**src/logic/cmd_format_pkg.sv**
```systemverilog
/*
 * Command format definitions
 * Queue slot layout, command type codes and the command length rule
 */

`default_nettype none

package cmd_format_pkg;

    // Valid flag is the low bit of byte 7 of every slot
    localparam int entry_valid_bit = 56;
    localparam logic [7:0] valid_byte_we = 8'h80;

    // Header fields
    localparam int cmd_type_lsb = 0;
    localparam int cmd_type_width = 4;
    localparam int num_args_lsb = 8;
    localparam int num_args_width = 4;

    localparam logic [3:0] exec_task_code = 4'd1;
    localparam logic [3:0] setup_inst_code = 4'd2;
    localparam logic [3:0] periodic_task_code = 4'd5;

    typedef logic [5:0] cmd_len_t; // Up to 4 + 2*15 words

    // Total words of a command, header included
    function automatic cmd_len_t cmd_words(
        input logic [cmd_type_width-1:0] code,
        input logic [num_args_width-1:0] nargs
    );
        cmd_len_t arg_words;
        arg_words = {1'b0, nargs, 1'b0}; // Two words per argument
        if (code == setup_inst_code) begin
            return 6'd2;
        end else if (code == exec_task_code) begin
            return 6'd3 + arg_words;
        end
        return 6'd4 + arg_words; // Periodic, and any unknown code
    endfunction

endpackage

`default_nettype wire

```
**src/logic/dispatch_pkg.sv**
```systemverilog
/*
 * Dispatcher definitions
 * Queue RAM word types and the stream FSM state encoding
 */

`default_nettype none

package dispatch_pkg;

    typedef logic [63:0] word_t;
    typedef logic [7:0] byte_we_t;

    localparam int ram_addr_width = 32; // Byte address toward the queue RAM

    typedef enum logic [2:0] {
        scan,
        issue_read,
        check_header,
        send,
        fetch_next,
        commit
    } stream_state_t;

endpackage

`default_nettype wire

```
**src/logic/acc_slot_table.sv**
```systemverilog
/*
 * Accelerator slot table
 * Availability bits, subqueue read indices and the round-robin pointer
 */

`timescale 1ns/1ps
`default_nettype none

module acc_slot_table #(
    parameter int max_accs = 16,
    parameter int subqueue_bits = 6,
    parameter int acc_bits = 4
) (
    input  logic clk,
    input  logic rstn,
    input  logic acc_avail_wr,
    input  logic [acc_bits-1:0] acc_avail_wr_address,
    input  logic scan_next,
    input  logic commit,
    input  logic [subqueue_bits-1:0] commit_idx,
    input  logic commit_busy,
    output logic [acc_bits-1:0] cand_acc,
    output logic [subqueue_bits-1:0] cand_idx,
    output logic cand_ready
);

    localparam logic [acc_bits-1:0] last_acc = acc_bits'(max_accs - 1);

    logic [max_accs-1:0] acc_avail;
    logic [subqueue_bits-1:0] read_idx [max_accs];
    logic [acc_bits-1:0] rr_ptr;
    logic [acc_bits-1:0] rr_ptr_next;

    // Wrap explicitly so non power of two counts work
    always_comb begin
        if (rr_ptr == last_acc) begin
            rr_ptr_next = '0;
        end else begin
            rr_ptr_next = rr_ptr + 1'b1;
        end
    end

    always_ff @(posedge clk) begin
        if (!rstn) begin
            acc_avail <= {max_accs{1'b1}};
            rr_ptr <= '0;
            for (int i = 0; i < max_accs; i++) begin
                read_idx[i] <= '0;
            end
        end else begin
            if (commit) begin
                read_idx[rr_ptr] <= commit_idx;
                if (commit_busy) begin
                    acc_avail[rr_ptr] <= 1'b0;
                end
            end
            // Availability pulse overrides a busy mark on the same edge
            if (acc_avail_wr) begin
                acc_avail[acc_avail_wr_address] <= 1'b1;
            end
            if (scan_next || commit) begin
                rr_ptr <= rr_ptr_next;
            end
        end
    end

    assign cand_acc = rr_ptr;
    assign cand_idx = read_idx[rr_ptr];
    assign cand_ready = acc_avail[rr_ptr];

endmodule

`default_nettype wire

```
**src/logic/cmd_stream_fsm.sv**
```systemverilog
/*
 * Command stream FSM
 * Reads a command from the queue RAM, streams it to its accelerator
 * and clears the valid byte of every slot that was sent
 */

`timescale 1ns/1ps
`default_nettype none

module cmd_stream_fsm #(
    parameter int subqueue_bits = 6,
    parameter int acc_bits = 4
) (
    input  logic clk,
    input  logic rstn,
    // Candidate from the slot table
    input  logic [acc_bits-1:0] cand_acc,
    input  logic [subqueue_bits-1:0] cand_idx,
    input  logic cand_ready,
    output logic scan_next,
    output logic commit,
    output logic [subqueue_bits-1:0] commit_idx,
    output logic commit_busy,
    // Queue RAM side
    output logic [acc_bits-1:0] ram_acc,
    output logic [subqueue_bits-1:0] ram_idx,
    output logic ram_en,
    output dispatch_pkg::byte_we_t ram_we,
    output dispatch_pkg::word_t ram_din,
    input  dispatch_pkg::word_t ram_dout,
    // Output word stream
    output dispatch_pkg::word_t out_tdata,
    output logic out_tvalid,
    input  logic out_tready,
    output logic [acc_bits-1:0] out_tdest,
    output logic out_tlast
);

    dispatch_pkg::stream_state_t state;

    logic [acc_bits-1:0] acc_id;
    logic [subqueue_bits-1:0] slot_idx;
    cmd_format_pkg::cmd_len_t words_left; // Words after the current one
    logic is_setup;

    logic [cmd_format_pkg::cmd_type_width-1:0] hdr_type;
    logic [cmd_format_pkg::num_args_width-1:0] hdr_args;
    logic hdr_valid;
    logic xfer;

    assign hdr_type = ram_dout[cmd_format_pkg::cmd_type_lsb +: cmd_format_pkg::cmd_type_width];
    assign hdr_args = ram_dout[cmd_format_pkg::num_args_lsb +: cmd_format_pkg::num_args_width];
    assign hdr_valid = ram_dout[cmd_format_pkg::entry_valid_bit];

    assign xfer = out_tvalid && out_tready;

    always_ff @(posedge clk) begin
        if (!rstn) begin
            state <= dispatch_pkg::scan;
        end else begin
            case (state)
                dispatch_pkg::scan: begin
                    if (cand_ready) begin
                        state <= dispatch_pkg::issue_read;
                    end
                end

                dispatch_pkg::issue_read: begin
                    state <= dispatch_pkg::check_header;
                end

                dispatch_pkg::check_header: begin
                    if (hdr_valid) begin
                        state <= dispatch_pkg::send;
                    end else begin
                        state <= dispatch_pkg::scan; // Empty front, try the next one
                    end
                end

                dispatch_pkg::send: begin
                    if (xfer) begin
                        if (words_left == '0) begin
                            state <= dispatch_pkg::commit;
                        end else begin
                            state <= dispatch_pkg::fetch_next;
                        end
                    end
                end

                dispatch_pkg::fetch_next: begin
                    state <= dispatch_pkg::send;
                end

                default: begin
                    state <= dispatch_pkg::scan;
                end
            endcase
        end
    end

    // Command context
    always_ff @(posedge clk) begin
        if (state == dispatch_pkg::scan) begin
            acc_id <= cand_acc;
            slot_idx <= cand_idx;
        end
        if (state == dispatch_pkg::check_header) begin
            words_left <= cmd_format_pkg::cmd_words(hdr_type, hdr_args) - 6'd1;
            is_setup <= (hdr_type == cmd_format_pkg::setup_inst_code);
        end
        if (state == dispatch_pkg::send && xfer) begin
            words_left <= words_left - 6'd1;
            slot_idx <= slot_idx + 1'b1; // Wraps at the subqueue end
        end
    end

    always_comb begin
        ram_en = 1'b0;
        ram_we = '0;
        case (state)
            dispatch_pkg::issue_read: ram_en = 1'b1;
            dispatch_pkg::fetch_next: ram_en = 1'b1;
            dispatch_pkg::send: begin
                ram_en = 1'b1; // Rereads the same slot while waiting
                if (out_tready) begin
                    ram_we = cmd_format_pkg::valid_byte_we;
                end
            end
            default: ram_en = 1'b0;
        endcase
    end

    assign ram_acc = acc_id;
    assign ram_idx = slot_idx;
    assign ram_din = '0; // Only the valid byte is enabled

    assign scan_next = (state == dispatch_pkg::scan && !cand_ready) ||
                       (state == dispatch_pkg::check_header && !hdr_valid);

    assign commit = (state == dispatch_pkg::commit);
    assign commit_idx = slot_idx;
    assign commit_busy = !is_setup; // Setup leaves the accelerator free

    assign out_tdata = ram_dout;
    assign out_tvalid = (state == dispatch_pkg::send);
    assign out_tdest = acc_id;
    assign out_tlast = (words_left == '0);

endmodule

`default_nettype wire

```
**src/logic/cmd_in_top.sv**
```systemverilog
/*
 * Command dispatcher top level
 * Joins the slot table to the stream FSM and forms the queue RAM address
 */

`timescale 1ns/1ps
`default_nettype none

module cmd_in_top #(
    parameter int max_accs = 16,
    parameter int subqueue_bits = 6,
    localparam int acc_bits = $clog2(max_accs)
) (
    input  logic clk,
    input  logic rstn,
    // Queue RAM
    output logic [dispatch_pkg::ram_addr_width-1:0] cmdin_queue_addr,
    output logic cmdin_queue_en,
    output dispatch_pkg::byte_we_t cmdin_queue_we,
    output dispatch_pkg::word_t cmdin_queue_din,
    input  dispatch_pkg::word_t cmdin_queue_dout,
    // Stream toward the accelerators
    output dispatch_pkg::word_t out_tdata,
    output logic out_tvalid,
    input  logic out_tready,
    output logic [acc_bits-1:0] out_tdest,
    output logic out_tlast,
    // Availability writes
    input  logic acc_avail_wr,
    input  logic [acc_bits-1:0] acc_avail_wr_address
);

    localparam int addr_pad = dispatch_pkg::ram_addr_width - acc_bits - subqueue_bits - 3;

    logic [acc_bits-1:0] cand_acc;
    logic [subqueue_bits-1:0] cand_idx;
    logic cand_ready;
    logic scan_next;
    logic commit;
    logic [subqueue_bits-1:0] commit_idx;
    logic commit_busy;
    logic [acc_bits-1:0] ram_acc;
    logic [subqueue_bits-1:0] ram_idx;

    acc_slot_table #(
        .max_accs(max_accs),
        .subqueue_bits(subqueue_bits),
        .acc_bits(acc_bits)
    ) acc_slot_table_inst (
        .clk(clk),
        .rstn(rstn),
        .acc_avail_wr(acc_avail_wr),
        .acc_avail_wr_address(acc_avail_wr_address),
        .scan_next(scan_next),
        .commit(commit),
        .commit_idx(commit_idx),
        .commit_busy(commit_busy),
        .cand_acc(cand_acc),
        .cand_idx(cand_idx),
        .cand_ready(cand_ready)
    );

    cmd_stream_fsm #(
        .subqueue_bits(subqueue_bits),
        .acc_bits(acc_bits)
    ) cmd_stream_fsm_inst (
        .clk(clk),
        .rstn(rstn),
        .cand_acc(cand_acc),
        .cand_idx(cand_idx),
        .cand_ready(cand_ready),
        .scan_next(scan_next),
        .commit(commit),
        .commit_idx(commit_idx),
        .commit_busy(commit_busy),
        .ram_acc(ram_acc),
        .ram_idx(ram_idx),
        .ram_en(cmdin_queue_en),
        .ram_we(cmdin_queue_we),
        .ram_din(cmdin_queue_din),
        .ram_dout(cmdin_queue_dout),
        .out_tdata(out_tdata),
        .out_tvalid(out_tvalid),
        .out_tready(out_tready),
        .out_tdest(out_tdest),
        .out_tlast(out_tlast)
    );

    // Accelerator id selects the subqueue, 8 bytes per slot
    assign cmdin_queue_addr = {{addr_pad{1'b0}}, ram_acc, ram_idx, 3'b000};

endmodule

`default_nettype wire

```
**config.mk**
```make
export PLATFORM = sky130hd
export DESIGN_NAME = cmd_in_top
export DESIGN_NICKNAME = d
export VERILOG_FILES = /design/src/logic/cmd_format_pkg.sv /design/src/logic/dispatch_pkg.sv /design/src/logic/acc_slot_table.sv /design/src/logic/cmd_stream_fsm.sv /design/src/logic/cmd_in_top.sv
export SDC_FILE = /design/constraint.sdc
export NUM_CORES = 1
export LEC_CHECK = 0
export ABC_AREA = 1
export ABC_CLOCK_PERIOD_IN_PS = 1880
export BUFFER_PORTS_ARGS = -buffer_cell sky130_fd_sc_hd__buf_2
export CAP_MARGIN = 15
export CORE_UTILIZATION = 45
export DETAILED_ROUTE_END_ITERATION = 12
export GPL_TIMING_DRIVEN = 0
export PLACE_DENSITY = 0.82
export SYNTH_ARGS = -nofsm -noshare
export SYNTH_HDL_FRONTEND = slang
export SYNTH_SLANG_ARGS = --single-unit
```
**constraint.sdc**
```tcl
create_clock -name clk -period 1.88 [get_ports clk]
set_input_delay 0.188 -clock clk [delete_from_list [all_inputs] [get_ports clk]]
set_output_delay 0.188 -clock clk [all_outputs]
set_load 0.02 [all_outputs]
```
Word-level counts from Yosys, hierarchy flattened
Memories as Yosys holds them, arrays and structs flattened. A register that Yosys moved wholly into a read port is not among the register bits.
Cells that the tools add are included.

cells by class
  $add $sub $neg = 6
  magnitude comparators = 4
  eq/ne operators = 10
  muxes and demuxes = 39
  bitwise gates (word level) = 3
  reduce and logical (&&, ||, !) cells = 17

operator list
  operator             number
  $mux 16              4
  $mux 6               9
  $and 16x16->16       1
  $mux 4               4
  $mux 8               2
  $not 16->16          1
  $or 16x16->16        1
  $pmux 3 s5           1
  $mux 1               13
  $sub 6x1->6 const B  2
  $lt 4x5->1 const B   2
  $demux 1 s4          2
  $ge 4x1->1 const B   2
  $add 2x5->6 const A  1
  $add 3x5->6 const A  1
  $add 6x1->6 const B  1
  $eq 3x2->1 const B   2
  $eq 3x3->1 const B   2
  $logic_and 1x1->1    6
  $logic_not 6->1      1
  $mux 3               2
  $reduce_or 6->1      1
  $add 4x1->4 const B  1
  $bmux 1 s4           1
  other kinds (13)     16

word-level totals
  register bits = 40
  bits in writable memories = 96
  bits of input ports = 72
  output and inout bits = 175
  word-level logic and storage cells = 87
  memories = 1

memory list
  name                          words  width  read ports  clocked after memory_dff  wr ports  RTL line              source
  acc_slot_table_inst.read_idx  16     6      1           1                         16        acc_slot_table.sv:30  logic [subqueue_bits-1:0] read_idx [max_accs];

Longest topological paths before layout
  depth in word-level cells = 11
  gate-level depth with buffers = 12
  depth with buffers taken out = 12

Modules after synthesis
From an unflattened synthesis, not the netlist that was laid out.

second synthesis, totals
  cell total of the unflattened synthesis = 1049
  area, all modules = 8399.3 sq um

by module, submodules not included
  module          times used  cells an instance  area an instance (sq um)
  acc_slot_table  1           728                5906.9
  cmd_stream_fsm  1           298                2323.5
  cmd_in_top      1           23                 168.9

Worst setup path after synthesis
No wires, ideal clock.

  path type = flip-flop to flip-flop
  start point = register cmd_stream_fsm_inst.state[0]
  end point = register cmd_stream_fsm_inst.words_left[4], data pin
  setup time = 265 ps
  data arrival time = 1422 ps
  setup slack = 194 ps
  cell stages (with the launch flop) = 9
  buffers on the path = 0
  period minus slack after synthesis = 1686 ps
  cell sequence = dfxtp_1 -> nand4_4 -> or2_1 -> nand2_2 -> ha_1 -> inv_1 -> nor2_1 -> nand2_1 -> xor2_1

on the way
  longest elaborated chain between the ends = 4

ends and longest elaborated chain
  item                    RTL line                                      source
  from (decl)             cmd_stream_fsm.sv:39                          dispatch_pkg::stream_state_t state;
  from (signal assigned)  cmd_stream_fsm.sv:59                          state <= dispatch_pkg::scan;
  from (signal assigned)  cmd_stream_fsm.sv:64                          state <= dispatch_pkg::issue_read;
  from (signal assigned)  cmd_stream_fsm.sv:69                          state <= dispatch_pkg::check_header;
  $eq 3x2->1 (*)          cmd_stream_fsm.sv:111, cmd_stream_fsm.sv:145
  $logic_and 1x1->1       cmd_stream_fsm.sv:55                          assign xfer = out_tvalid && out_tready;
  $logic_and 1x1->1 (*)   cmd_stream_fsm.sv:111                         if (state == dispatch_pkg::send && xfer) begin
  $mux 6 (*)              cmd_stream_fsm.sv:111
  to (signal assigned)    cmd_stream_fsm.sv:108                         words_left <= cmd_format_pkg::cmd_words(hdr_type, hdr_args) - 6'd1;
  to (signal assigned)    cmd_stream_fsm.sv:112                         words_left <= words_left - 6'd1;
  to (decl)               cmd_stream_fsm.sv:43                          cmd_format_pkg::cmd_len_t words_left;

Mark *: on every way between the ends. The rest lies on a longest branch, timed or not.
A chain may end at the register's enable or synchronous reset.

==> out/metrics.yaml <==
status: "finished with violations"
violations: "negative setup slack"
dp_cells: 1313
max-slew-margin-rel_pct: 36.7
drv_cap: 0
grt_pass1_vias: 5848
critPathKind: "reg2reg"
root_buffer: "clkbuf_16"
timing.final.max_slew_violations: 0
critPathRequiredTime_ns: 2.00
grt_usage_pct: 22.4
synthesis.area_per_instance_um2: 8.88
drt_iter0_drc: 699
dp_hpwl_um: 15100
power.density_mw_per_mm2: 889
cts_tree: "built"
fp.coreArea_mm2: 0.0173
dr_total_vias: 6794
finalInstanceArea_mm2: 0.00992
n_antenna_cell: 0
fin_crit_ns: 1.89
first_pass_iters: 5
overflow: 0
die_h_um: 135
ys_ff_latch: 140
synth_cells: 899
placed_area_mm2: 0.00910
grt_busiest_layer: "met2"
hp-class: "in2reg"
cts_buffers: 17
final.setup.tns_ns: -0.0624
holdWs_ns: 0.153
clockBufferDepth: 2
yosys_warnings: 0
ios: 247
port-buffer-count: 97
synth_cell_type_count: 37
grt_max_degree: 20
place.gp.congestion: 0.887
use_met1_pct: 26.8
endpoint_kind: "flop"
met2_usage_pct: 38.3
synth_area_mm2: 0.00799
clk_pin_slew_worst_paths_ns: 0.06
timing.final.crit_share_pct: 101
ant_nets: 0
crit_path_start_kind: "flop"
vdd_drop_max_uv: 697
crit_arrival_ns: 2.01
tightest_slew_ns: 0.949
htreeDepth: 4
initial_utilization_pct: 46.2
antenna_found_initial: 0
fp.dieW_um: 135
p_leak_uw: 0.00459
drc: 0
layout_commonest_cell: "nor2_1"
nets: 1195
cts_hold_buf: 0
avgViaCountPerCell: 5.02
dieArea_mm2: 0.0183
clock-sinks: 140
wl_um: 21000
finalPower_uw: 8810
report.final.hold_viol_count: 0
seq_area_frac_synth_pct: 49.3
worstPathMaxFanout: 8
setup_ws_ns: -0.0118
post_drt_wl_per_cell_um: 15.5
most-common-layout-cells: "nor2_1, buf_4, edfxtp_1"
clock_latency_ns: 0.43
syn_to_final_growth_pct: 24.2
rows: 48
drive_gt1_share_pct: 32.1
grt_pass1_wl_um: 30800
met3_usage_pct: 4.15
finClkSkew_ns: 0.00854
fmax_mhz: 529
finalSetupViolCount: 6
finalNonFillerCells: 1353
-- cell usage after synthesis --
library cell / number / area share, %
nand2_1: 81 / 3.8
nand4_1: 9 / 0.70
nor2_1: 198 / 9.3
nand3_2: 8 / 1.0
nand3_1: 40 / 2.5
nor3_4: 1 / 0.20
or2_2: 1 / 0.078
o211ai_1: 22 / 2.1
ha_1: 8 / 1.3
buf_4: 164 / 15
nand3b_1: 1 / 0.094
a21oi_2: 1 / 0.11
dfxtp_1: 27 / 6.8
a31oi_1: 12 / 0.94
nor2_2: 2 / 0.16
nand4_4: 1 / 0.27
o21ai_0: 63 / 3.9
clkbuf_1: 22 / 1.0
or2_1: 1 / 0.078
nor2_4: 1 / 0.14
o31ai_1: 8 / 0.75
nand4_2: 1 / 0.16
o21ai_1: 1 / 0.063
o21bai_1: 1 / 0.094
a21oi_1: 18 / 1.1
inv_2: 4 / 0.19
edfxtp_1: 113 / 42
buf_1: 1 / 0.047
inv_1: 47 / 2.2
xor2_1: 6 / 0.66
a22oi_1: 1 / 0.094
nor3_1: 12 / 0.75
conb_1: 1 / 0.047
clkinv_1: 6 / 0.28
buf_2: 10 / 0.63
nand2_2: 4 / 0.31
xnor2_1: 2 / 0.22
-- kinds of logic (layout without fill, tap and decap cells) --
kind of cell | Yosys count | after routing | synth area share (%)
flip-flops | 140 | 140 | 49.3
other | 1 | 93 | 0.0470
buffers and inverters | 254 | 391 | 19.8
AND/OR/NAND/NOR | 361 | 361 | 19.6
XOR/XNOR | 8 | 8 | 0.877
adder cells (fa/ha/maj) | 8 | 8 | 1.25
AO/OA/AOI/OAI | 127 | 127 | 9.20
-- registers in the layout, summed over array words and instances (netlist names), named ones only --
| signal | cells |
|---|---|
| acc_slot_table_inst.acc_avail | 16 |
| cmd_stream_fsm_inst.commit_idx | 6 |
| acc_slot_table_inst.read_idx | 96 |
| cmd_stream_fsm_inst.is_setup | 1 |
| acc_slot_table_inst.cand_acc | 4 |
| cmd_stream_fsm_inst.state | 3 |
| cmd_stream_fsm_inst.words_left | 6 |
| cmd_stream_fsm_inst.out_tdest | 4 |
-- per-stage QoR --
stage / setup WS, ns / util, %
6_report: -0.0118 / 57.3
3_5_place_dp: -0.258 / 52.6
3_3_place_gp: -0.217 / 52.6
4_1_cts: 0.00147 / 56.8
2_1_floorplan: 0.194 / -
5_1_grt: -0.0128 / 57.3
-- power by group --
part | internal [µW] | switching (µW) | leakage [µW]
logic | 520 | 1080 | 0.00291
clock network | 2320 | 1280 | 0.000304
registers | 3510 | 96.0 | 0.00138
-- timing repair --
item / in CTS / in global routing
resized for setup: 15 / 23
pin swaps: 7 / 1
setup buffers: 8 / 4
endpoints found under the setup margin: 65 / 116
gates cloned: 0 / 0
hold endpoints to repair: 0 / 0
-- cell type report --
cell class                 count  area, µm²
buffer                       193       1360
sequential                   140       3940
inverter                      57        224
timing repair buffer         109        588
clock buffer                  21        470
tap                          225        282
multi-input combinational    597       2890
clock inverter                11        165
fill                        1471       7380
-- routing by layer --
metal,vias up,part of all wire (%),wire (µm)
met3,64,11,2310
met4,0,3.5,738
met5,-,0,0
met2,419,49,10300
met1,3119,36,7650
li1,3192,-,-
-- worst max-delay path, stage by stage (launching register included) --
cell	delay, ns
dfxtp_1	0.35
clkbuf_4	0.20
inv_1	0.18
ha_2	0.30
nand4_1	0.28
nand2_2	0.26
-- path summary, 6_finish.rpt --
kind,startpoint,end,cells past startpoint,slack [ns]
min reg2reg,acc_slot_table_inst.cand_acc[2],cmd_stream_fsm_inst.out_tdest[2],0,0.44
min,acc_avail_wr_address[1],acc_slot_table_inst.acc_avail[13],4,0.15
max reg2reg,acc_slot_table_inst.cand_acc[1],acc_slot_table_inst.read_idx[13][3],5,-0.01
max,acc_slot_table_inst.cand_acc[1],acc_slot_table_inst.read_idx[13][3],5,-0.01
Note: power is estimated with default switching activity, not from simulation.
